==> src/dh_pkg.sv <==
/*
 * Fixed-point types, register map and shared constants for the DH kinematics core.
 * Every RTL module and the testbench import what they need from here.
 */
`default_nettype none

package dh_pkg;

	typedef logic signed [26:0] fix_t;	// Q10.16
	typedef logic [15:0] angle_t;	// Fraction of a full turn

	typedef struct packed {
		angle_t alpha;
		angle_t theta;
		fix_t a;
		fix_t d;
	} dh_param_t;

	typedef fix_t [11:0] mat34_t;	// Entry row*4+col, bottom row implied

	typedef logic [2:0] link_tag_t;
	typedef logic [5:0] chain_tag_t;	// {row, col, term}

	localparam fix_t FIX_ONE = 27'sd65536;
	localparam int MUL_LAT = 2;

	localparam logic [11:0] REG_ALPHA = 12'h000;
	localparam logic [11:0] REG_THETA = 12'h004;
	localparam logic [11:0] REG_A = 12'h008;
	localparam logic [11:0] REG_D = 12'h00C;
	localparam logic [11:0] REG_CTRL = 12'h010;
	localparam logic [11:0] REG_STATUS = 12'h014;
	localparam logic [11:0] REG_RES0 = 12'h040;

endpackage

`default_nettype wire

==> src/dh_mul_if.sv <==
/*
 * One requester's connection to the shared multiplier.
 * Request side holds req, a, b and tag until it samples gnt; the product
 * returns MUL_LAT cycles after the grant with rvalid and the same tag.
 */
`timescale 1ns/1ps
`default_nettype none

interface dh_mul_if
	import dh_pkg::*;
#(
	parameter type tag_t = link_tag_t
);

	logic req;
	fix_t a;
	fix_t b;
	tag_t tag;
	logic gnt;
	logic rvalid;
	tag_t rtag;
	logic signed [2*$bits(fix_t)-1:0] result;	// Full product, 32 fraction bits

	modport req_mp (output req, a, b, tag, input gnt, rvalid, rtag, result);
	modport arb_mp (input req, a, b, tag, output gnt, rvalid, rtag, result);

endinterface

`default_nettype wire

==> src/dh_chain.sv <==
/*
 * Chain accumulator: acc = acc * link for each link handed over.
 * The 36 products go through the shared multiplier, tagged {row, col, term};
 * the new transform replaces acc once all of them are back.
 */
`timescale 1ns/1ps
`default_nettype none

module dh_chain
	import dh_pkg::*;
(
	input wire i,
	input wire i_rst_n,
	input wire i_lvalid,
	input wire mat34_t i_link,
	input wire i_clear,
	output logic o_lready,
	output logic o_busy,
	output mat34_t o_acc,
	dh_mul_if.req_mp mul
);

	logic busy_q;
	logic accept;
	logic [1:0] row_q;
	logic [1:0] col_q;
	logic [1:0] term_q;
	logic [5:0] ret_q;
	mat34_t acc_q;
	mat34_t lnk_q;
	mat34_t sum_q;

	function automatic mat34_t identity();
		mat34_t m;
		m = '0;
		m[0] = FIX_ONE;
		m[5] = FIX_ONE;
		m[10] = FIX_ONE;
		return m;
	endfunction

	assign accept = i_lvalid && !busy_q;

	assign mul.req = busy_q && (row_q != 2'd3);	// Row 3 means all issued
	assign mul.a = acc_q[{row_q, term_q}];
	assign mul.b = lnk_q[{term_q, col_q}];
	assign mul.tag = {row_q, col_q, term_q};

	always_ff @(posedge i) begin
		if (!i_rst_n) begin
			busy_q <= 1'b0;
			row_q <= '0;
			col_q <= '0;
			term_q <= '0;
			ret_q <= '0;
			acc_q <= identity();
		end else begin
			if (accept) begin
				busy_q <= 1'b1;
				row_q <= '0;
				col_q <= '0;
				term_q <= '0;
				ret_q <= '0;
			end else if (busy_q) begin
				if (mul.gnt) begin
					if (term_q == 2'd2) begin
						term_q <= '0;
						col_q <= col_q + 2'd1;
						if (col_q == 2'd3) row_q <= row_q + 2'd1;
					end else begin
						term_q <= term_q + 2'd1;
					end
				end
				if (mul.rvalid) ret_q <= ret_q + 6'd1;
				if (ret_q == 6'd36) begin
					busy_q <= 1'b0;
					acc_q <= sum_q;
				end
			end
			if (i_clear) acc_q <= identity();
		end
	end

	always_ff @(posedge i) begin
		if (accept) begin
			lnk_q <= i_link;
			for (int k = 0; k < 12; k++) begin
				sum_q[k] <= (k % 4 == 3) ? acc_q[k] : '0;	// Old translation, once per row
			end
		end
		if (mul.rvalid) begin
			sum_q[mul.rtag[5:2]] <= sum_q[mul.rtag[5:2]]
				+ fix_t'(mul.result[16 +: $bits(fix_t)]);
		end
	end

	assign o_lready = accept;
	assign o_busy = busy_q;
	assign o_acc = acc_q;

endmodule

`default_nettype wire

==> src/flat_wrapper.sv <==
// flat-port wrapper written by rule: the top's interface ports become plain ports
module dh_chain_flat import dh_pkg::*;
  (i, i_rst_n, i_lvalid, i_link, i_clear, o_lready, o_busy, o_acc, mul_req, mul_a, mul_b, mul_tag, mul_gnt, mul_rvalid, mul_rtag, mul_result);
  dh_mul_if mul_i ();
  input wire i;
  input wire i_rst_n;
  input wire i_lvalid;
  input wire mat34_t i_link;
  input wire i_clear;
  output logic o_lready;
  output logic o_busy;
  output mat34_t o_acc;
  output wire logic [$bits(mul_i.req)-1:0] mul_req;
  output wire logic [$bits(mul_i.a)-1:0] mul_a;
  output wire logic [$bits(mul_i.b)-1:0] mul_b;
  output wire logic [$bits(mul_i.tag)-1:0] mul_tag;
  input wire logic [$bits(mul_i.gnt)-1:0] mul_gnt;
  input wire logic [$bits(mul_i.rvalid)-1:0] mul_rvalid;
  input wire logic [$bits(mul_i.rtag)-1:0] mul_rtag;
  input wire logic [$bits(mul_i.result)-1:0] mul_result;
  assign mul_req = mul_i.req;
  assign mul_a = mul_i.a;
  assign mul_b = mul_i.b;
  assign mul_tag = mul_i.tag;
  assign mul_i.gnt = mul_gnt;
  assign mul_i.rvalid = mul_rvalid;
  assign mul_i.rtag = mul_rtag;
  assign mul_i.result = mul_result;
  dh_chain u_core (.i(i), .i_rst_n(i_rst_n), .i_lvalid(i_lvalid), .i_link(i_link), .i_clear(i_clear), .o_lready(o_lready), .o_busy(o_busy), .o_acc(o_acc), .mul(mul_i));
endmodule
==> config.mk <==
export PLATFORM = sky130hd
export DESIGN_NAME = dh_chain_flat
export DESIGN_NICKNAME = d
export VERILOG_FILES = /design/src/dh_pkg.sv /design/src/dh_mul_if.sv /design/src/dh_chain.sv /design/src/flat_wrapper.sv
export SDC_FILE = /design/constraint.sdc
export NUM_CORES = 1
export LEC_CHECK = 0
export ABC_AREA = 0
export ABC_CLOCK_PERIOD_IN_PS = 17600
export BUFFER_PORTS_ARGS = -buffer_cell sky130_fd_sc_hd__clkbuf_2
export CAP_MARGIN = 40
export CORE_MARGIN = 4
export CORE_UTILIZATION = 30
export CTS_CLUSTER_DIAMETER = 100
export DETAILED_ROUTE_END_ITERATION = 8
export GPL_ROUTABILITY_DRIVEN = 0
export GPL_TIMING_DRIVEN = 0
export SLEW_MARGIN = 5
export SYNTH_ARGS = -nofsm -noshare
export SYNTH_HDL_FRONTEND = slang
export SYNTH_SLANG_ARGS = --single-unit
==> constraint.sdc <==
create_clock -name i -period 17.6 [get_ports i]
set_clock_uncertainty 0.15 [all_clocks]
set_input_delay 0.88 -clock i [delete_from_list [all_inputs] [get_ports i]]
set_output_delay 0.88 -clock i [all_outputs]
set_load 0.005 [all_outputs]
==> impl_metrics.ini <==
[run_status]
status = completed

[grt]
grt_max_degree = 130
grt_usage = 0.213
antenna_found_initial = 20
overflow = 0
grt_first_pass_wirelength_microns = 196000
grt_pass1_vias = 26700

[timing]
setup-tns-final_ns = 0
relSlewSlack = 0.429
rsz0062_at_grt = no
setup_violations = 0
drv_slew = 0
finalCritPeriodShare = 0.252
tightest_slew_ns = 0.856
layout_min_cycle_time_ns = 4.44
clock.fmax_ghz = 0.225
hold_viol = 0

[routing]
via_per_inst = 5.05
ant_nets = 0
post_drt_wl_per_cell_microns = 26.0
vias = 27500
drc_errors = 0
drt_iter0_drc = 2578
drtPass1Iterations = 5
drt-total-wl_microns = 142000

[logic_synthesis]
synth_cell_types = 36
synth.yosys.warnings = 0
synth_top_area_frac = 0.332
synth_edf_count = 405
synth_flop_cell = dfxtp_1
synth_seq_area_share = 0.648
synth_cells = 2914
synthTopCellsByArea = edfxtp_1, dfxtp_1, mux4_2, nand3_1, a21oi_1
ys_ff_latch = 985
avgSynthCellArea_sq_um = 12.6
synthArstFlopShare = 0
syn_nets = 3305
yosys.area.top_type = edfxtp_1
syn_area_sq_um = 36700

[cts]
htree_levels = 3
hold_buffers = 0
numClockSinks = 985
clk_latency_ns = 0.74
cts.path.max_buffers = 3
clkTransAtPathRegs_ns = 0.07
cts_setup_buffers = 0
root_buffer = clkbuf_16
cts_buffers = 103
cts_tree = done
post_cts_resized = 0

[layout]
layout_common_cells = clkbuf_2, dfxtp_1, edfxtp_1
drive_above_1_share = 0.294
nets = 4131
layout_commonest_cell = clkbuf_2
area_growth_pct = 25.1
finish.utilization = 0.380

[setup_path]
critical_path.max_fanout = 83
crit_required_ns = 16.57
slowest_stage = clkbuf_1
max_stage_delay_ns = 0.54
startpoint_type = flop
critPathKind = flop to primary output
endpoint_kind = primary output
arrival_ns = 3.41
path_cells = buf_4 > nand2b_1 > buf_2 > clkbuf_1 > inv_8 > buf_16 > clkbuf_2
startpoint = u_core.o_busy
regToRegStartpoint = u_core.o_busy

[placed_design]
port_buffers = 713
hpwl_microns = 111000

[die]
start_util = 0.304
core_region_area_sq_um = 121000
die-area_sq_um = 128000
dieHeight_microns = 358
num_io_pins = 771
num_rows = 127
fp.dieW_microns = 358

[job]
maxCapViolCount = 0

[worst_hold_path]
hold_path_startpoint = i_link[138]
hold_class = input port to flop

[pwr]
p_leak_uw = 0.0168
ir_drop_v = 0.0000876
p_per_area_nw_per_um2 = 105
synth_stat cells (6+ instances only):
cell type,number
and2_1,244
nor2_1,6
a221o_1,27
nor2b_1,32
a22oi_1,27
nand3b_1,27
buf_2,79
buf_1,13
nand2_1,61
buf_6,11
o21ai_0,319
buf_4,15
mux2i_1,56
nand3_1,330
a21oi_1,329
clkbuf_1,149
dfxtp_1,580
edfxtp_1,405
mux4_2,135
o21ai_1,37
area by class of cell:
class | count | area [sq um]
Antenna cell | 9 | 22.5
Fill cell | 11700 | 74700
Timing Repair Buffer | 721 | 3710
Inverter | 5 | 26.3
Sequential cell | 985 | 23800
Buffer | 273 | 1340
Multi-Input combinational cell | 1651 | 11500
Clock buffer | 149 | 2920
Clock inverter | 39 | 512
Tap cell | 1612 | 2020
registers in the layout (all words and copies together) (netlist names), named ones only:
register and count:
u_core.term_q 2, u_core.ret_q 6, u_core.row_q 2, u_core.lnk_q 324
u_core.sum_q 243, u_core.col_q 2, u_core.o_acc 324, u_core.o_busy 1
worst paths after layout:
check / to / slack (ns) / cells after the start
setup / recovery: o_lready / 13.16 / 7
hold / removal: u_core.lnk_q[138] / 0.18 / 1
setup reg to reg: u_core.lnk_q[81] / 13.99 / 7
hold reg to reg: u_core.o_acc[279] / 0.25 / 2
power by group:
part           switching, uW  internal, uW  total, uW
sequential              15.1          2430       2450
clock                    950          1250       2200
combinational           97.1          61.1        158
metrics by stage:
stage          hold WS, ns  cells  setup slack, ns  area, sq um  total power, uW
2_1_floorplan        0.279   2914             7.49        36700             2580
3_3_place_gp         0.291   5239             2.24        42300             2680
3_5_place_dp         0.293   5247            13.62        42400             2660
4_1_cts              0.104   5435            13.13        45800             4850
5_1_grt              0.115   5435            12.99        45800             4950
6_report             0.177   5444            13.16        45900             4810
worst max-delay path, delay by kind of cell, from the launching register on:
kind / cells / cell delay [ns]
DFF: 1 / 0.39
and+or+nand+nor: 1 / 0.13
buffers and inverters: 6 / 1.99
layer usage:
metal | GRT usage | vias up | wire length (microns)
met1 | 0.251 | 13600 | 53800
met4 | 0.0789 | 20 | 5700
met3 | 0.0651 | 256 | 12200
li1 | - | 12400 | -
met2 | 0.365 | 1240 | 69800
met5 | 0 | - | 130
logic make-up after synthesis:
kind of cell | Yosys count | synth area share
flip-flops | 985 | 0.648
multiplexers | 191 | 0.0982
XOR/XNOR | 3 | 0.000717
adder cells (fa/ha/maj) | 4 | 0.00137
AO/OA/AOI/OAI | 740 | 0.107
buffers and inverters | 278 | 0.0371
AND/OR/NAND/NOR | 713 | 0.108
Power figures use the tool's default switching activity.
