<file path="config.mk">
export PLATFORM = sky130hd
export DESIGN_NAME = dh_mul_arbiter_flat
export DESIGN_NICKNAME = d
export VERILOG_FILES = /design/src/dh_pkg.sv /design/src/dh_mul_if.sv /design/src/dh_mul_arbiter.sv /design/src/flat_wrapper.sv
export SDC_FILE = /design/constraint.sdc
export NUM_CORES = 2
export LEC_CHECK = 0
export ABC_AREA = 1
export ABC_CLOCK_PERIOD_IN_PS = 8100
export BUFFER_PORTS_ARGS = -buffer_cell sky130_fd_sc_hd__buf_2
export CORE_UTILIZATION = 50
export DETAILED_ROUTE_END_ITERATION = 8
export PLACE_DENSITY = 0.68
export SYNTH_ARGS = -nofsm -noshare
export SYNTH_HDL_FRONTEND = slang
export SYNTH_SLANG_ARGS = --single-unit
</file>
<file path="constraint.sdc">
create_clock -name i -period 8.1 [get_ports i]
set_clock_uncertainty 0.05 [all_clocks]
set_input_delay 0.81 -clock i [delete_from_list [all_inputs] [get_ports i]]
set_output_delay 0.81 -clock i [all_outputs]
set_load 0.01 [all_outputs]
</file>
<file path="src/dh_pkg.sv">
/*
 * Fixed-point types, register map and shared constants for the DH kinematics core.
 * Every RTL module and the testbench import what they need from here.
 */
`default_nettype none

package dh_pkg;

	typedef logic signed [26:0] fix_t;	// Q10.16
	typedef logic [15:0] angle_t;	// Fraction of a full turn

	typedef struct packed {
		angle_t alpha;
		angle_t theta;
		fix_t a;
		fix_t d;
	} dh_param_t;

	typedef fix_t [11:0] mat34_t;	// Entry row*4+col, bottom row implied

	typedef logic [2:0] link_tag_t;
	typedef logic [5:0] chain_tag_t;	// {row, col, term}

	localparam fix_t FIX_ONE = 27'sd65536;
	localparam int MUL_LAT = 2;

	localparam logic [11:0] REG_ALPHA = 12'h000;
	localparam logic [11:0] REG_THETA = 12'h004;
	localparam logic [11:0] REG_A = 12'h008;
	localparam logic [11:0] REG_D = 12'h00C;
	localparam logic [11:0] REG_CTRL = 12'h010;
	localparam logic [11:0] REG_STATUS = 12'h014;
	localparam logic [11:0] REG_RES0 = 12'h040;

endpackage

`default_nettype wire

</file>
<file path="src/dh_mul_if.sv">
/*
 * One requester's connection to the shared multiplier.
 * Request side holds req, a, b and tag until it samples gnt; the product
 * returns MUL_LAT cycles after the grant with rvalid and the same tag.
 */
`timescale 1ns/1ps
`default_nettype none

interface dh_mul_if
	import dh_pkg::*;
#(
	parameter type tag_t = link_tag_t
);

	logic req;
	fix_t a;
	fix_t b;
	tag_t tag;
	logic gnt;
	logic rvalid;
	tag_t rtag;
	logic signed [2*$bits(fix_t)-1:0] result;	// Full product, 32 fraction bits

	modport req_mp (output req, a, b, tag, input gnt, rvalid, rtag, result);
	modport arb_mp (input req, a, b, tag, output gnt, rvalid, rtag, result);

endinterface

`default_nettype wire

</file>
<file path="src/dh_mul_arbiter.sv">
/*
 * Round-robin arbiter in front of one pipelined signed 27x27 multiplier.
 * Each product is routed back to the port that won the grant, with its tag.
 */
`timescale 1ns/1ps
`default_nettype none

module dh_mul_arbiter
	import dh_pkg::*;
#(
	parameter type tag0_t = link_tag_t,
	parameter type tag1_t = chain_tag_t
) (
	input wire i,
	input wire i_rst_n,
	dh_mul_if.arb_mp mul0,
	dh_mul_if.arb_mp mul1
);

	localparam int PW = 2 * $bits(fix_t);

	logic gnt0;
	logic gnt1;
	logic last1_q;	// Port 1 won the last grant
	logic [MUL_LAT-1:0] vld_q;
	logic [MUL_LAT-1:0] sel_q;
	tag0_t tag0_q [MUL_LAT];
	tag1_t tag1_q [MUL_LAT];
	fix_t opa_q;
	fix_t opb_q;
	logic signed [PW-1:0] prod_q [MUL_LAT-1];

	assign gnt0 = mul0.req && (!mul1.req || last1_q);
	assign gnt1 = mul1.req && !gnt0;
	assign mul0.gnt = gnt0;
	assign mul1.gnt = gnt1;

	always_ff @(posedge i) begin
		if (!i_rst_n) begin
			last1_q <= 1'b0;
			vld_q <= '0;
			sel_q <= '0;
		end else begin
			if (gnt0 || gnt1) last1_q <= gnt1;
			vld_q <= {vld_q[MUL_LAT-2:0], gnt0 | gnt1};
			sel_q <= {sel_q[MUL_LAT-2:0], gnt1};
		end
	end

	always_ff @(posedge i) begin
		opa_q <= gnt1 ? mul1.a : mul0.a;
		opb_q <= gnt1 ? mul1.b : mul0.b;
		tag0_q[0] <= mul0.tag;
		tag1_q[0] <= mul1.tag;
		for (int k = 1; k < MUL_LAT; k++) begin
			tag0_q[k] <= tag0_q[k-1];
			tag1_q[k] <= tag1_q[k-1];
		end
		prod_q[0] <= opa_q * opb_q;
		for (int k = 1; k < MUL_LAT - 1; k++) begin
			prod_q[k] <= prod_q[k-1];
		end
	end

	assign mul0.rvalid = vld_q[MUL_LAT-1] && !sel_q[MUL_LAT-1];
	assign mul0.rtag = tag0_q[MUL_LAT-1];
	assign mul0.result = prod_q[MUL_LAT-2];
	assign mul1.rvalid = vld_q[MUL_LAT-1] && sel_q[MUL_LAT-1];
	assign mul1.rtag = tag1_q[MUL_LAT-1];
	assign mul1.result = prod_q[MUL_LAT-2];

	// Requesters keep the same request until granted
	a_req_held0: assert property (@(posedge i) disable iff (!i_rst_n)
		mul0.req && !mul0.gnt |=> mul0.req && $stable(mul0.tag));
	a_req_held1: assert property (@(posedge i) disable iff (!i_rst_n)
		mul1.req && !mul1.gnt |=> mul1.req && $stable(mul1.tag));

endmodule

`default_nettype wire

</file>
<file path="src/flat_wrapper.sv">
// flat-port wrapper written by rule: the top's interface ports become plain ports
module dh_mul_arbiter_flat import dh_pkg::*;
#(
	parameter type tag0_t = link_tag_t,
	parameter type tag1_t = chain_tag_t
)
  (i, i_rst_n, mul0_req, mul0_a, mul0_b, mul0_tag, mul0_gnt, mul0_rvalid, mul0_rtag, mul0_result, mul1_req, mul1_a, mul1_b, mul1_tag, mul1_gnt, mul1_rvalid, mul1_rtag, mul1_result);
  dh_mul_if mul0_i ();
  dh_mul_if mul1_i ();
  input wire i;
  input wire i_rst_n;
  input wire logic [$bits(mul0_i.req)-1:0] mul0_req;
  input wire logic [$bits(mul0_i.a)-1:0] mul0_a;
  input wire logic [$bits(mul0_i.b)-1:0] mul0_b;
  input wire logic [$bits(mul0_i.tag)-1:0] mul0_tag;
  output wire logic [$bits(mul0_i.gnt)-1:0] mul0_gnt;
  output wire logic [$bits(mul0_i.rvalid)-1:0] mul0_rvalid;
  output wire logic [$bits(mul0_i.rtag)-1:0] mul0_rtag;
  output wire logic [$bits(mul0_i.result)-1:0] mul0_result;
  input wire logic [$bits(mul1_i.req)-1:0] mul1_req;
  input wire logic [$bits(mul1_i.a)-1:0] mul1_a;
  input wire logic [$bits(mul1_i.b)-1:0] mul1_b;
  input wire logic [$bits(mul1_i.tag)-1:0] mul1_tag;
  output wire logic [$bits(mul1_i.gnt)-1:0] mul1_gnt;
  output wire logic [$bits(mul1_i.rvalid)-1:0] mul1_rvalid;
  output wire logic [$bits(mul1_i.rtag)-1:0] mul1_rtag;
  output wire logic [$bits(mul1_i.result)-1:0] mul1_result;
  assign mul0_i.req = mul0_req;
  assign mul0_i.a = mul0_a;
  assign mul0_i.b = mul0_b;
  assign mul0_i.tag = mul0_tag;
  assign mul0_gnt = mul0_i.gnt;
  assign mul0_rvalid = mul0_i.rvalid;
  assign mul0_rtag = mul0_i.rtag;
  assign mul0_result = mul0_i.result;
  assign mul1_i.req = mul1_req;
  assign mul1_i.a = mul1_a;
  assign mul1_i.b = mul1_b;
  assign mul1_i.tag = mul1_tag;
  assign mul1_gnt = mul1_i.gnt;
  assign mul1_rvalid = mul1_i.rvalid;
  assign mul1_rtag = mul1_i.rtag;
  assign mul1_result = mul1_i.result;
  dh_mul_arbiter #(.tag0_t(tag0_t), .tag1_t(tag1_t)) u_core (.i(i), .i_rst_n(i_rst_n), .mul0(mul0_i), .mul1(mul1_i));
endmodule
</file>
==> qor.log <==
INFO  status         run_status=complete, no violations
INFO  synth          yosysTopAreaCell=fa_1
INFO  grt            grt_start_max_net_pins=57
INFO  grt            grtUsageMet1=0.332
INFO  clock_tree     cts-buffers-inserted=17
INFO  synth          synthesis.instances=3,988
INFO  clock_tree     postCtsSetupRepairBufs=0
INFO  final_layout   layout_cell_share_with_drive_strength_beyond_1=0.103
INFO  sta            layout_setup_ws=983ps
INFO  clock_tree     numClockSinks=125
INFO  synth          synth_seq_area_share=0.0783
INFO  setup_path     crit_fanout=10
INFO  setup_path     timing.rr.start=u_core.opa_q[26]$_DFF_P_
INFO  clock_tree     h-tree-depth=4
INFO  grt            globalRoute.busiestLayer=met2
INFO  synth          syn_avg_cell_area=8.02um2
INFO  min_path       hp-start=u_core.tag1_q[0][1]$_DFF_P_
INFO  route          via_count=24,000
INFO  sta            setup_tns=0ps
INFO  setup_path     regToRegSetupSlack=980ps
INFO  flow_run       max_cap_viol_count=0
INFO  final_layout   antenna-diode-count=0
INFO  sta            timing.final.max_slew_violations=0
INFO  clock_tree     cts_resized=0
INFO  floorplan      initial_core_util=0.507
INFO  clock_tree     tritoncts_clock_tree=done
INFO  grt            gr-usage-met3=0.0353
INFO  sta            worst-slew-pin-transition=1050ps
INFO  floorplan      die_w=255um
INFO  synth          syn-cell-area=32,000um2
INFO  floorplan      row_count=92
INFO  sta            finalHoldViolations=0
INFO  synth          yosysTopAreaCellShare=0.476
INFO  clock_tree     clock_insertion_delay_worst_skew=480ps
INFO  placement      dp_hpwl=69.6mm
INFO  final_layout   sequential_standard_cell_area=2510um2
INFO  grt            total_global_route_track_usage=0.277
INFO  sta            finalWorstPathRequiredPeriod=7120ps
INFO  final_layout   finish.net_count=5,112
INFO  final_layout   layout-area-overhead-vs-synth=6.75%
INFO  synth          synth_enable_flop_cells=0
INFO  setup_path     cp.arrival=7420ps
INFO  placement      place.port_buffers=235
INFO  floorplan      core_area=63,100um2
INFO  sta            setup_viol=0
INFO  setup_path     capturing_element_type_of_the_critical_path=register
INFO  route          finalWirelength=82.9mm
INFO  final_layout   layout.filler_cells=6,083
INFO  grt            via_count_of_the_first_global_routing_pass=26,300
INFO  setup_path     crit_chain=nand2_1, inv_1, fa_1, fa_1, inv_1, fa_1, inv_1, fa_1, fa_1, fa_1, fa_1, ha_1, nand2_1, nor2_1, nand2_1, nor3_1, nand4_1, nand4_1, nand2_1
INFO  setup_path     critical-path-top-cell-by-count=fa_1
INFO  synth          synth_nets=5,025
INFO  grt            grt.met2_usage=0.495
INFO  sta            fmax=0.141GHz
INFO  route          route.detailed.drc=0
INFO  clock_tree     cts_hold_repair.buffers=0
INFO  synth          synthArstFlopShare=0
INFO  setup_path     cp_slowest_stage_delay=770ps
INFO  route          route.detailed.vias_per_inst=4.86
INFO  synth          synthesis_stage_register_bit_count=125
INFO  final_layout   multi_input_comb_area=23,500um2
INFO  floorplan      die-area=65,000um2
INFO  synth          synth-main-ff-cell=dfxtp_1
INFO  route          drt-initial-drc-count=1,510
INFO  route          detail_route.wl_per_cell=16.8um
INFO  route          final_antenna_net_count=0
INFO  sta            normalized_max_slew_margin=0.297
INFO  sta            fin_crit_sh=0.879
INFO  placement      routabilityCongestion=0.969
INFO  grt            grt_pass1_wl=137mm
INFO  setup_path     critPathRequiredTime=8400ps
INFO  sta            rsz0062_at_grt=false
INFO  grt            antenna_found_initial=1
INFO  floorplan      die_height=255um
INFO  setup_path     critical_path.slowest_cell=fa_1
INFO  synth          synth.top_cells.by_area=fa_1 (48%), inv_1 (15%), nand2_1 (12%), dfxtp_1 (7.8%), ha_1 (6.2%)
INFO  setup_path     timing.critical_path.max_delay_family=adder cells
INFO  synth          synth_cell_type_count=33
INFO  setup_path     launching_element_of_the_worst_setup_path=u_core.opa_q[26]$_DFF_P_
INFO  route          detail_route.first_pass.iterations=6
INFO  setup_path     timing_worst_setup_path_type=reg2reg
INFO  min_path       hold_path_class=reg2reg
INFO  floorplan      design.portCount=236
INFO  synth          warnings_synthesis=0
INFO  grt            grt.overflow.total=0
INFO  setup_path     critPathLaunchType=register
INFO  placement      dp_slack=994ps
INFO  clock_tree     clockRootBuffer=clkbuf_16
INFO  clock_tree     clkSlewWorstSetupHoldPaths=70ps
INFO  setup_path     path_buf_inv=3
INFO  clock_tree     maximum_buffer_depth_of_the_clock_tree=2
[area by class of cell]
class,count,area share
Clock buffer,18,0.0126
Clock inverter,14,0.00403
Inverter,1287,0.142
Multi-Input combinational cell,2349,0.690
Sequential cell,125,0.0736
Tap cell,846,0.0310
Timing Repair Buffer,295,0.0476
[kinds of logic (layout without fill, tap and decap cells)]
logic type,Yosys count,after routing,share of synthesized area
AO/OA/AOI/OAI,96,96,0.0165
adder cells (fa/ha/maj),919,919,0.538
buffers and inverters,1514,1614,0.186
flip-flops,125,125,0.0783
XOR/XNOR,33,33,0.00904
multiplexers,54,54,0.0190
AND/OR/NAND/NOR,1247,1247,0.153
[sequential cells by signal, summed over array words and instances, names as in the netlist]
| signal | flops |
|---|---|
| u_core.opa_q | 27 |
| u_core.last1_q | 1 |
| u_core.sel_q | 2 |
| u_core.vld_q | 2 |
| u_core.tag1_q | 6 |
| u_core.prod_q | 54 |
| u_core.tag0_q | 6 |
| u_core.opb_q | 27 |
[layout by cell type (no fill, tap or decap), drive strengths merged]
master and count:
o21a 1, buf 295, mux2 54, inv 1289, or2 5, clkbuf 18
nand3b 4, a21o 1, bufinv 1, dfxtp 125, xor2 28, a21oi 56
nand2 1046, fa 761, o21bai 12, nand3 47, o21ai 26, nor2 115
clkinv 7, nor3 13, xnor2 5, nand4 16, ha 158, clkinvlp 4
and2 1
[path summary, 6_finish.rpt]
check / cells past startpoint / endpoint
max: 19 / u_core.prod_q[0][43]$_DFF_P_
min: 0 / u_core.tag1_q[0][7]$_DFF_P_
max reg2reg: 19 / u_core.prod_q[0][43]$_DFF_P_
min reg2reg: 0 / u_core.tag1_q[0][7]$_DFF_P_
[layer usage]
| layer | share of wire | vias to the layer above |
|---|---|---|
| met2 | 0.51 | 818 |
| li1 | - | 11100 |
| met5 | 0 | - |
| met1 | 0.39 | 11900 |
| met3 | 0.059 | 205 |
| met4 | 0.047 | 0 |
[Yosys cell counts, drive strengths merged (4+ instances only)]
cell type,number
inv,1286
xor2,28
nand4,16
or2,5
clkbuf,161
dfxtp,125
o21bai,12
fa,761
nand3b,4
nand3,47
ha,158
nor2,115
xnor2,5
mux2,54
buf,66
a21oi,56
nand2,1046
o21ai,26
nor3,13
[through the flow]
stage	utilization	hold slack, ps	cells	area (um2)
global placement	0.532	260	4902	33600
floorplan	-	260	3988	32000
detailed placement	0.532	262	4902	33600
CTS	0.541	274	4934	34100
global route	0.541	282	4934	34100
finish	0.541	272	4934	34100
Power is not shown: default switching activity piles up to over one toggle a cycle in this logic, so the estimate is an artifact.
