===== config.mk =====
export PLATFORM = sky130hd
export DESIGN_NAME = dh_apb_regs
export DESIGN_NICKNAME = d
export VERILOG_FILES = /design/src/dh_pkg.sv /design/src/dh_apb_regs.sv
export SDC_FILE = /design/constraint.sdc
export NUM_CORES = 1
export LEC_CHECK = 0
export ABC_AREA = 1
export BUFFER_PORTS_ARGS = -buffer_cell sky130_fd_sc_hd__buf_4
export CORE_AREA = 2 2 194 196
export CTS_BUF_LIST = sky130_fd_sc_hd__clkbuf_8 sky130_fd_sc_hd__clkbuf_16
export DETAILED_ROUTE_END_ITERATION = 8
export DIE_AREA = 0 0 196 198
export SETUP_SLACK_MARGIN = 0.2
export SYNTH_ARGS = -nofsm -noshare
export SYNTH_HDL_FRONTEND = slang
export SYNTH_SLANG_ARGS = --single-unit

===== constraint.sdc =====
create_clock -name i -period 3.5 [get_ports i]
set_input_delay 0 -clock i [delete_from_list [all_inputs] [get_ports i]]
set_output_delay 0 -clock i [all_outputs]
set_load 0.05 [all_outputs]

===== src/dh_pkg.sv =====
/*
 * Fixed-point types, register map and shared constants for the DH kinematics core.
 * Every RTL module and the testbench import what they need from here.
 */
`default_nettype none

package dh_pkg;

	typedef logic signed [26:0] fix_t;	// Q10.16
	typedef logic [15:0] angle_t;	// Fraction of a full turn

	typedef struct packed {
		angle_t alpha;
		angle_t theta;
		fix_t a;
		fix_t d;
	} dh_param_t;

	typedef fix_t [11:0] mat34_t;	// Entry row*4+col, bottom row implied

	typedef logic [2:0] link_tag_t;
	typedef logic [5:0] chain_tag_t;	// {row, col, term}

	localparam fix_t FIX_ONE = 27'sd65536;
	localparam int MUL_LAT = 2;

	localparam logic [11:0] REG_ALPHA = 12'h000;
	localparam logic [11:0] REG_THETA = 12'h004;
	localparam logic [11:0] REG_A = 12'h008;
	localparam logic [11:0] REG_D = 12'h00C;
	localparam logic [11:0] REG_CTRL = 12'h010;
	localparam logic [11:0] REG_STATUS = 12'h014;
	localparam logic [11:0] REG_RES0 = 12'h040;

endpackage

`default_nettype wire


===== src/dh_apb_regs.sv =====
/*
 * APB slave with the link parameter, control, status and result registers.
 * A CTRL write raises a one-cycle push or clear toward the datapath.
 */
`timescale 1ns/1ps
`default_nettype none

module dh_apb_regs
	import dh_pkg::*;
(
	input wire i,
	input wire i_rst_n,
	input wire i_psel,
	input wire i_penable,
	input wire i_pwrite,
	input wire [11:0] i_paddr,
	input wire [31:0] i_pwdata,
	input wire i_link_busy,
	input wire i_chain_busy,
	input wire mat34_t i_acc,
	output logic [31:0] o_prdata,
	output logic o_pready,
	output logic o_pslverr,
	output logic o_push,
	output dh_param_t o_param,
	output logic o_acc_clear
);

	logic access;
	logic wr;
	logic hit_res;
	logic mapped;
	logic push_req;
	logic link_busy;
	logic [3:0] res_idx;
	angle_t alpha_q;
	angle_t theta_q;
	fix_t a_q;
	fix_t d_q;

	assign access = i_psel && i_penable;
	assign wr = access && i_pwrite;
	assign res_idx = i_paddr[5:2];
	assign hit_res = (i_paddr[11:6] == REG_RES0[11:6]) && (res_idx < 4'd12)
		&& (i_paddr[1:0] == 2'd0);
	assign mapped = hit_res || (i_paddr == REG_ALPHA) || (i_paddr == REG_THETA)
		|| (i_paddr == REG_A) || (i_paddr == REG_D) || (i_paddr == REG_CTRL)
		|| (i_paddr == REG_STATUS);
	assign link_busy = i_link_busy || o_push;	// Covers the push in flight
	assign push_req = wr && (i_paddr == REG_CTRL) && i_pwdata[0];

	assign o_pready = 1'b1;
	assign o_pslverr = access && (!mapped || (push_req && link_busy));

	always_comb begin
		o_prdata = '0;
		case (i_paddr)
			REG_ALPHA: o_prdata = {16'd0, alpha_q};
			REG_THETA: o_prdata = {16'd0, theta_q};
			REG_A: o_prdata = {{5{a_q[26]}}, a_q};
			REG_D: o_prdata = {{5{d_q[26]}}, d_q};
			REG_STATUS: o_prdata = {30'd0, i_chain_busy, link_busy};
			default: if (hit_res) o_prdata = {{5{i_acc[res_idx][26]}}, i_acc[res_idx]};
		endcase
	end

	always_ff @(posedge i) begin
		if (!i_rst_n) begin
			o_push <= 1'b0;
			o_acc_clear <= 1'b0;
		end else begin
			o_push <= push_req && !link_busy;
			o_acc_clear <= wr && (i_paddr == REG_CTRL) && i_pwdata[1];
		end
	end

	always_ff @(posedge i) begin
		if (wr && i_paddr == REG_ALPHA) alpha_q <= i_pwdata[15:0];
		if (wr && i_paddr == REG_THETA) theta_q <= i_pwdata[15:0];
		if (wr && i_paddr == REG_A) a_q <= i_pwdata[26:0];
		if (wr && i_paddr == REG_D) d_q <= i_pwdata[26:0];
	end

	assign o_param = '{alpha: alpha_q, theta: theta_q, a: a_q, d: d_q};

	a_push_idle: assert property (@(posedge i) disable iff (!i_rst_n)
		o_push |-> !i_link_busy);

endmodule

`default_nettype wire


==> results.md, run 1 <==
* Outcome: finished clean
* Total clock sinks at 88
* CP endpoint kind: output port
* Transition time at the pin with the least slew margin at 886.5 ps
* Number of levels the H-tree was split into at 3
* Critical path's largest stage delay at 700 ps
* Die footprint at 38810 um^2
* Die Y at 198 um
* Min-Delay Path Class: input pin to flop
* Maximum clock frequency at 0.4114 GHz
* Chain of cells forming the critical path: buf_4, inv_2, nand2_1, inv_1, o21ai_0, nand3_1, nand2_1, buf_4
* Proportion of layout cells with a drive suffix above 1 at 41.31%
* YS warnings at 0
* 1st-pass router iterations at 5
* Net count, final at 1716
* Setup repair after global routing missed its margin: no
* Cell accounting for the most synthesized area: edfxtp_1
* Number of cells upsized or downsized after cts at 0
* Final period utilization at 69.45%
* Mapped Cells at 852
* Data arrival at the endpoint of the critical path at 2430 ps
* Post-Route Setup TNS at 0 ps
* Yosys reg bits at 88
* Most frequent cell after synthesis: nand2_1
* IR drop worst, VDD at 0.2880 mV
* Min cycle time layout at 2431 ps
* Die W at 196 um
* Most instantiated flip-flop cell in the synthesis netlist: edfxtp_1
* Startpoint type of the worst setup path: input pin
* Hold Violations, Final at 0
* Initial cell density of the core at 16.86%
* Relative max-transition margin at 40.83%
* Root buffer cell: clkbuf_16
* Total of fill cells in the finished design at 4022
* Placeable core region at 36960 um^2
* Remaining antenna violation count at 0
* Worst endpoint required time at 3500 ps
* Violation count after the first detailed-routing iteration at 474
* Skew-Pair Late Insertion Delay at 350 ps
* Sequential-to-total area share from yosys stat at 42.10%
* Synth-to-Final Area Change at 76.18%
* Largest net degree at the start of global routing at 55
* Cell types with the highest counts after synthesis: 202 x nand2_1, 147 x nor2_1, 108 x nand3_1, 86 x edfxtp_1, 46 x o22ai_1
* Post-Syn Nets at 1227
* Sum of internal, switching and leakage power at 2.843 mW
* Count of different cell masters after synthesis at 32
* Final setup violation count at 0
* Global-route wire length before repair at 53570 um
* Buffers added on ports at 490
* Num rows at 71
* Via Count at 8394
* Count of pins on the block boundary at 497
* Share of Yosys cell area claimed by the top area cell type at 41.45%
* Clock tree from TritonCTS: done
* Final RePlAce weighted congestion at 0.8801
* Antenna violations before repair at 4
* Async SR Flop Fraction at 0%
* Detailed-route vias per instance at 4.602
* Post-synth EDFFs at 86
* PwrDens at 259.0 nW/um^2
* Routed length per instance at 21.57 um
* Max capacitance violation total at 0
* Remaining routing DRC violations at 0
* Crit Path Category: input pin to output port
* Static Leakage at 5.049 nW
* Worst path slowest cell: inv_1
* Final Max Slew Viols at 0
* Vias in the first global route at 8316
* Half-perimeter wire length after detailed placement at 30670 um
* Cts bufs inserted at 9
* Wirelength, routed at 39340 um
* Buffer levels on the longest clock path at 2
* Critical-path maximum fanout at 25
* Synth top area cells: edfxtp_1 41%, nand2_1 12%, nor2_1 8.9%
* Worst Skew at 0 ps
* Area of the mapped netlist at 6230 um^2
* Mean area per synthesized cell at 7.312 um^2
* Buffers inserted during post-CTS setup optimization at 0
* CTS clk-pin slew, worst paths at 70 ps
* Gr usage total at 19.01%
* Global route total overflow at 0
critical path, delay by kind of cell:
kind / cells / cell delay, ps
AOI/OAI and AO/OA: 1 / 250
buffers and inverters: 4 / 1460
and+or+nand+nor: 3 / 690
per-stage QoR:
step | instances | setup slack, ps | hold WS (ps) | instance area [um^2] | util [%]
after floorplan | 852 | 1003 | 98.87 | 6230 | -
after global placement | 1775 | 972.2 | 187.2 | 10380 | 28.07
after detailed placement | 1775 | 977.9 | 189.1 | 10380 | 28.07
after CTS | 1820 | 986.1 | 204.1 | 10970 | 29.67
after global routing | 1824 | 936.0 | 272.1 | 10980 | 29.70
final | 1824 | 1069 | 217.5 | 10980 | 29.70
where the power goes:
part	leakage (nW)	internal, mW	total [mW]	switching [mW]
clock network	0.145	0.506	0.972	0.465
registers	0.789	1.15	1.15	0.0000301
logic	4.12	0.382	0.717	0.335
cell families (layout without fill, tap and decap cells):
family                 Yosys count  in the layout  share of synthesized area, %
AND/OR/NAND/NOR                518            518                         36.53
flip-flops                      88             88                         42.10
other                            1              5                       0.06020
multiplexers                     2              2                        0.3214
AO/OA/AOI/OAI                  138            138                         12.95
buffers and inverters          105            599                         8.034
routing by layer:
metal | wire (um) | track usage [%] | vias to the layer above
met4 | 1127 | 6.902 | 0
met5 | 0 | 0 | -
met2 | 18520 | 31.57 | 454
met1 | 16470 | 24.51 | 3949
met3 | 3216 | 3.730 | 55
li1 | - | - | 3936
flip-flops by register name, summed over array words and instances, names as in the netlist:
register / cells
d_q: 27
o_push: 1
theta_q: 16
alpha_q: 16
a_q: 27
o_acc_clear: 1
cell usage in the layout, fill, tap and decap left out, types with 5 or more instances in the layout:
cell           Yosys  final
buf_4             14    509
nand2_1          202    200
nor2_1           147    141
nand3_1          108    108
edfxtp_1          86     86
o22ai_1           46     46
a21oi_1           41     41
inv_1             38     38
nand4_1           37     37
o21ai_0           30     30
dlygate4sd3_1      0     29
o22a_1            11     11
nor2_4             5      9
clkbuf_16          0      9
inv_2              6      6
nor2_2             4      6
nand3b_1           6      6
nand2_2            3      5
repair_timing:
item,4_1_cts,5_1_grt
endpoints found under the setup margin,0,0
hold buffers,29,0
hold endpoints to repair,88,0
final timing paths:
| path | slack [ps] | from | depth (start not counted) | to |
|---|---|---|---|---|
| setup / recovery | 1070 | i_paddr[5] | 8 | o_prdata[14] |
| setup reg to reg | 2170 | o_push$_SDFF_PN0_ | 4 | o_push$_SDFF_PN0_ |
| hold / removal | 220 | i_paddr[0] | 8 | o_push$_SDFF_PN0_ |
| hold reg to reg | 1110 | o_push$_SDFF_PN0_ | 4 | o_push$_SDFF_PN0_ |
cell type report:
type                            count  area [um^2]  share of cell area [%]
Antenna cell                        4        10.01                 0.09120
Tap cell                          474        593.1                   5.404
Inverter                           44        165.2                   1.505
Clock buffer                        9        225.2                   2.052
Multi-Input combinational cell    659         3153                   28.73
Sequential cell                    88         2623                   23.89
Timing Repair Buffer              539         4131                   37.64
Clock inverter                      7        75.07                  0.6840
Note: power is estimated with default switching activity, not from simulation.
==> run 2, diff against run 1 <==
==> constraint.sdc (replaced) <==
create_clock -name i -period 2.3 [get_ports i]
set_input_delay 0 -clock i [delete_from_list [all_inputs] [get_ports i]]
set_output_delay 0 -clock i [all_outputs]
set_load 0.05 [all_outputs]
==> run 2 against run 1 <==
  * Combinational power increased by 55%
  * Die area unchanged
  * Total power increased by 58%
  * Hold slack improved by 29 ps
  * Sequential cell count unchanged
  * First-iteration DRC count increased by 2.1%
  * Setup slack got worse by 700 ps
  * Non-clock buffer count increased by 8
  * Sequential power increased by 53%
  * Via count decreased by 0.31%
  * Sequential share of layout area decreased by 0.43 points
  * Critical path type unchanged
  * Critical endpoint is now o_prdata[19]
  * Largest power group unchanged
==> results.md, run 2 (synthesis results as in run 1) <==
* Synth-to-Final Area Change at 79.41%
* Worst endpoint required time at 2300 ps (-1200 ps)
* IR drop worst, VDD at 0.5259 mV (+83%)
* Number of levels the H-tree was split into at 3 (unchanged)
* 1st-pass router iterations at 5 (unchanged)
* Setup repair after global routing missed its margin: no
* Vias in the first global route at 8154 (-1.9%)
* Root buffer cell: clkbuf_16
* Buffers added on ports at 490 (unchanged)
* Depth of the worst hold-timing path at 8 (unchanged)
* Total clock sinks at 88 (unchanged)
* Registers with the most flip-flops: a_q: 27 flops, d_q: 27 flops
* Highest-count cells in the layout ignoring fill and taps: 508 x buf_4, 200 x nand2_1, 141 x nor2_1
* Antenna violations before repair at 3 (-1)
* Placeable core region at 36960 um^2 (unchanged)
* Clock tree from TritonCTS: done
* Die W at 196 um (unchanged)
* Violation count after the first detailed-routing iteration at 484 (+2.1%)
* Final setup violation count at 0 (unchanged)
* Min-Delay Path Class: input pin to flop
* Multi-input gate area at 3162 um^2 (+0.28%)
* Detailed-route vias per instance at 4.575 (-0.58%)
* Most common library cell in the layout ignoring fill and taps: buf_4
* PwrDens at 401.8 nW/um^2 (+55%)
* Area taken by flip-flops and latches at 2623 um^2 (unchanged)
* Max capacitance violation total at 0 (unchanged)
* Startpoint type of the worst setup path: input pin
* Skew-Pair Late Insertion Delay at 340 ps (about the same)
* Min cycle time layout at 1935 ps
* Wirelength, routed at 38350 um (-2.5%)
* Proportion of layout cells with a drive suffix above 1 at 41.65% (+0.35 points)
* Total of fill cells in the finished design at 3966 (-1.4%)
* Data arrival at the endpoint of the critical path at 1930 ps (-500 ps)
* Worst r2r path cells at 4 (unchanged)
* Crit Path Category: input pin to output port
* Setup slack after layout at 365.4 ps (-703.9 ps)
* Hold Violations, Final at 0 (unchanged)
* Half-perimeter wire length after detailed placement at 30340 um (-1.1%)
* Cts bufs inserted at 9 (unchanged)
* Die Y at 198 um (unchanged)
* Num rows at 71 (unchanged)
* Remaining antenna violation count at 0 (unchanged)
* Die footprint at 38810 um^2 (unchanged)
* Relative max-transition margin at 61.72% (+21 points)
* Net count, final at 1724 (+0.47%)
* Global route total overflow at 0 (unchanged)
* Count of pins on the block boundary at 497 (unchanged)
* Via Count at 8368 (-0.31%)
* Critical-path maximum fanout at 38 (+52%)
* Routed length per instance at 20.97 um (-2.8%)
* Largest net degree at the start of global routing at 52 (-5.5%)
* Final Max Slew Viols at 0 (unchanged)
* Buffer levels on the longest clock path at 2 (unchanged)
* Remaining routing DRC violations at 0 (unchanged)
* Gr usage total at 18.77% (-0.24 points)
* Post-Route Setup TNS at 0 ps (unchanged)
* Global-route wire length before repair at 53140 um (-0.80%)
* Final RePlAce weighted congestion at 0.8953 (+1.7%)
* CP endpoint kind: output port
* Worst Skew at 0 ps (unchanged)
* Final period utilization at 84.11%
* Transition time at the pin with the least slew margin at 573.4 ps (-313.1 ps)
* Static Leakage at 5.155 nW (+2.1%)
* Initial cell density of the core at 16.86% (unchanged)
* Pre-CTS WS at 338.0 ps (-639.8 ps)
* Outcome: finished clean
* Maximum clock frequency at 0.5169 GHz
* Buffers inserted during post-CTS setup optimization at 0 (unchanged)
* CTS clk-pin slew, worst paths at 60 ps (about the same)
-- run 2: worst paths after layout --
| kind | startpoint | end | slack, ps |
|---|---|---|---|
| hold reg to reg | o_push$_SDFF_PN0_ | o_push$_SDFF_PN0_ | 1080 |
| setup / recovery | i_paddr[2] | o_prdata[19] | 370 |
| setup reg to reg | o_push$_SDFF_PN0_ | o_push$_SDFF_PN0_ | 1040 |
| hold / removal | i_paddr[1] | o_push$_SDFF_PN0_ | 250 |
-- run 2: worst max-delay path: stages --
cell and delay, ps:
buf_4 200, inv_2 160, nand2_2 160, buf_12 230, o22ai_1 120, o21ai_0 320
nand4_1 360, nand2_1 150, buf_4 210
-- run 2: routing by layer --
metal / part of all wire [%] / track usage, %
met1: 42 / 24.61
met5: 0 / 0
met2: 47 / 31.18
met3: 8.6 / 3.798
met4: 2.3 / 5.556
-- run 2: stage by stage --
| step | hold WS, ps | power [mW] | util (%) | cell area [um^2] | std cells |
|---|---|---|---|---|---|
| detailed placement | 189.0 | 2.853 | 28.57 | 10560 | 1783 |
| finish | 246.8 | 4.491 | 30.24 | 11180 | 1829 |
| CTS | 218.0 | 4.521 | 30.24 | 11170 | 1828 |
| global route | 294.0 | 4.646 | 30.24 | 11180 | 1829 |
| global placement | 185.4 | 2.845 | 28.57 | 10560 | 1783 |
| floorplan | 98.87 | 2.154 | - | 6241 | 852 |
-- run 2: power breakdown --
| group | switching, mW | internal, mW | leakage [nW] | total, mW |
|---|---|---|---|---|
| Combinational | 0.507 | 0.599 | 4.20 | 1.11 |
| Clock | 0.661 | 0.967 | 0.162 | 1.63 |
| Sequential | 0.0000425 | 1.76 | 0.789 | 1.76 |
-- run 2: area by class of cell --
cell class / count / share of cell area [%]
Tap cell: 474 / 5.306
Timing Repair Buffer: 547 / 38.51
Multi-Input combinational cell: 659 / 28.29
Clock buffer: 9 / 2.015
Clock inverter: 7 / 0.9179
Sequential cell: 88 / 23.46
Inverter: 44 / 1.478
Antenna cell: 1 / 0.02239
-- run 2: timing repair --
action,in CTS,in global routing
hold endpoints to repair,88,0
endpoints found under the setup margin,0,2
hold buffers,29,0
resized for setup,0,2
==> run 3, diff against run 2 <==
--- a/config.mk
+++ b/config.mk
@@ -5,12 +5,12 @@
 export SDC_FILE = /design/constraint.sdc
 export NUM_CORES = 1
 export LEC_CHECK = 0
-export ABC_AREA = 1
+export ABC_AREA = 0
 export BUFFER_PORTS_ARGS = -buffer_cell sky130_fd_sc_hd__buf_4
-export CORE_AREA = 2 2 194 196
+export CORE_AREA = 2 2 192 194
 export CTS_BUF_LIST = sky130_fd_sc_hd__clkbuf_8 sky130_fd_sc_hd__clkbuf_16
 export DETAILED_ROUTE_END_ITERATION = 8
-export DIE_AREA = 0 0 196 198
+export DIE_AREA = 0 0 194 196
 export SETUP_SLACK_MARGIN = 0.2
 export SYNTH_ARGS = -nofsm -noshare
 export SYNTH_HDL_FRONTEND = slang
==> constraint.sdc (replaced) <==
create_clock -name i -period 1.65 [get_ports i]
set_input_delay 0 -clock i [delete_from_list [all_inputs] [get_ports i]]
set_output_delay 0 -clock i [all_outputs]
set_load 0.05 [all_outputs]
==> run 3 against run 2 <==
  * The run now ends with setup timing left
  * Die area decreased by 2.0%
  * Highest routed layer unchanged
  * Sequential share of layout area decreased by 3.4 points
  * Via count decreased by 22%
  * Critical path type is now flop to output port
  * Core utilization increased by 6.0 points
  * Final area increased by 17%
==> results.md, run 3 <==
* Die Y at 196 um (-1.0%)
* Vias in the first global route at 7024 (-14%)
* Most instantiated flip-flop cell in the synthesis netlist: edfxtp_1
* Via Count at 6567 (-22%)
* Mean area per synthesized cell at 15.84 um^2 (+120%)
* Remaining routing DRC violations at 0 (unchanged)
* Min-Delay Path Class: input pin to flop
* Count of pins on the block boundary at 497 (unchanged)
* Area of the mapped netlist at 6097 um^2 (-2.1%)
* Violations in the final reports: setup timing
* Worst endpoint required time at 1650 ps (-650 ps)
* Most common library cell in the layout ignoring fill and taps: buf_4
* Num rows at 70 (-1.4%)
* Gr usage total at 17.39% (-1.4 points)
* Die W at 194 um (-1.0%)
* Relative max-transition margin at 65.57% (+3.9 points)
* 1st-pass router iterations at 4 (-1)
* Static Leakage at 5.496 nW (+6.6%)
* Final Max Slew Viols at 0 (unchanged)
* Mapped Cells at 385 (-55%)
* Min cycle time layout at 1953 ps
* Placeable core region at 36080 um^2 (-2.4%)
* Placed Cells at 1386 (-22%)
* Routed length per instance at 23.47 um (+12%)
* Synth top area cells: edfxtp_1 42%, mux4_2 33%, mux2i_1 7.6%
* Outcome: finished with violations
* Proportion of layout cells with a drive suffix above 1 at 79.74% (+38 points)
* Number of levels the H-tree was split into at 3 (unchanged)
* Setup slack after layout at -303.4 ps (-668.8 ps)
* Clock tree from TritonCTS: done
* Registers with the most flip-flops: a_q: 27 flops, d_q: 27 flops
* Violation count after the first detailed-routing iteration at 367 (-24%)
* Global route total overflow at 0 (unchanged)
* Worst Skew at 0 ps (unchanged)
* Critical-path maximum fanout at 2 (-95%)
* Root buffer cell: clkbuf_16
* Max capacitance violation total at 0 (unchanged)
* Buffer levels on the longest clock path at 2 (unchanged)
* YS warnings at 0 (unchanged)
* Startpoint type of the worst setup path: flop
* Pre-CTS WS at -474.0 ps (-812.1 ps)
* Final setup violation count at 102 (+102)
* Count of different cell masters after synthesis at 43 (+34%)
* Maximum clock frequency at 0.5119 GHz
* Largest net degree at the start of global routing at 32 (-38%)
* Most frequent cell after synthesis: mux4_2
* Wirelength, routed at 34650 um (-9.7%)
* Data arrival at the endpoint of the critical path at 1950 ps (+20 ps)
* Final RePlAce weighted congestion at 0.8719 (-2.6%)
* Cell accounting for the most synthesized area: edfxtp_1
* PwrDens at 500.7 nW/um^2 (+25%)
* Half-perimeter wire length after detailed placement at 26630 um (-12%)
* Final period utilization at 118.4%
* Yosys reg bits at 88 (unchanged)
* Total clock sinks at 88 (unchanged)
* Total of fill cells in the finished design at 3468 (-13%)
* Worst R2R Setup Slack at 980 ps (-60 ps)
* CTS clk-pin slew, worst paths at 70 ps (about the same)
* Transition time at the pin with the least slew margin at 502.1 ps (-71.34 ps)
* Hold Violations, Final at 0 (unchanged)
* Cts bufs inserted at 9 (unchanged)
* Post-Syn Nets at 760 (-38%)
* Share of Yosys cell area claimed by the top area cell type at 42.36% (+0.90 points)
* Highest-count cells in the layout ignoring fill and taps: 536 x buf_4, 90 x mux4_2, 86 x edfxtp_1
* CP endpoint kind: output port
* Detailed-route vias per instance at 4.449 (-2.8%)
* Remaining antenna violation count at 0 (unchanged)
* Cell types with the highest counts after synthesis: 90 x mux4_2, 86 x edfxtp_1, 46 x mux2i_1, 21 x o21ai_0
* Synth-to-Final Area Change at 114.3%
* Filler-free cell count of the finished design at 1476 (-19%)
* Global-route wire length before repair at 48240 um (-9.2%)
* Setup repair after global routing missed its margin: yes
* Skew-Pair Late Insertion Delay at 340 ps (about the same)
* Post-synth EDFFs at 86 (unchanged)
* Buffers added on ports at 490 (unchanged)
* Die footprint at 38020 um^2 (-2.0%)
* Sequential-to-total area share from yosys stat at 43.01% (+0.92 points)
* Antenna violations before repair at 2 (-1)
* Async SR Flop Fraction at 0% (unchanged)
* Initial cell density of the core at 16.90% (+0.039 points)
* IR drop worst, VDD at 0.4089 mV (-22%)
* Net count, final at 1377 (-20%)
* Crit Path Category: flop to output port
[run 3: cell count changes after synthesis, sizes merged, moves of 19 or more]
cell / before / now
nand2: 206 / 10
mux2i: 2 / 46
inv: 44 / 2
o22ai: 46 / 4
buf: 47 / 28
nor2: 156 / 9
nand4: 38 / 1
nand3: 108 / 6
a21oi: 41 / 1
mux4: 0 / 90
[run 3: kinds of logic (layout without fill, tap and decap cells)]
logic type             after synthesis  count (layout)  share of synthesized area [%]
AO/OA/AOI/OAI                       62              62                          7.244
buffers and inverters               46             668                          3.899
flip-flops                          88              88                          43.01
AND/OR/NAND/NOR                     50              50                          4.617
multiplexers                       138             138                          41.17
other                                1               2                        0.06150
[run 3: power by group]
group	internal [mW]	switching, mW
registers	2.45	0.0000618
clock network	1.35	0.902
logic	1.14	0.702
[run 3: what timing repair did]
action,in CTS,in global routing
resized for setup,92,43
pin swaps,17,13
setup endpoints to repair,120,121
buffers inserted,25,6
gates cloned,11,3
hold buffers,28,0
hold endpoints to repair,88,0
[run 3: routing by layer]
layer / up-vias / global-route usage [%] / part of all wire, %
li1: 2904 / - / -
met1: 3281 / 23.25 / 42
met2: 347 / 28.77 / 50
met3: 35 / 3.198 / 6.8
met4: 0 / 4.938 / 1.9
met5: - / 0 / 0
[run 3: path summary, 6_finish.rpt]
check	startpoint	endpoint	cells after the start
worst max register to register	o_push$_SDFF_PN0_	o_push$_SDFF_PN0_	2
worst min register to register	o_push$_SDFF_PN0_	o_push$_SDFF_PN0_	2
worst max-delay path	d_q[8]$_DFFE_PP_	o_prdata[8]	4
worst min-delay path	i_rst_n	o_acc_clear$_SDFF_PN0_	4
[run 3: critical path, stage by stage, from the launching register on]
cell and delay, ps:
edfxtp_1 400, mux4_2 490, a22oi_2 440, o21ai_4 100
buf_6 170
[run 3: cell type report]
| type | count | area [um^2] | area share (%) |
|---|---|---|---|
| antenna | 1 | 2.502 | 0.01915 |
| clock buffer | 9 | 225.2 | 1.723 |
| multi-input combinational | 251 | 3812 | 29.17 |
| sequential | 88 | 2624 | 20.08 |
| timing repair buffer | 650 | 5707 | 43.67 |
| inverter | 2 | 7.507 | 0.05745 |
| clock inverter | 7 | 103.9 | 0.7947 |
| tap | 468 | 585.6 | 4.481 |
[run 3: stage by stage]
| step | power (mW) | setup TNS (ps) | hold WS, ps | util (%) | area (um^2) |
|---|---|---|---|---|---|
| after floorplan | 3.178 | -67800 | 98.87 | - | 6419 |
| after global placement | 4.192 | -44460 | 185.5 | 31.13 | 11230 |
| after detailed placement | 4.212 | -45400 | 189.8 | 31.13 | 11230 |
| after CTS | 6.572 | -15380 | 53.81 | 35.22 | 12710 |
| after global routing | 6.783 | -18360 | 80.93 | 36.21 | 13070 |
| final | 6.543 | -16440 | 66.17 | 36.21 | 13070 |
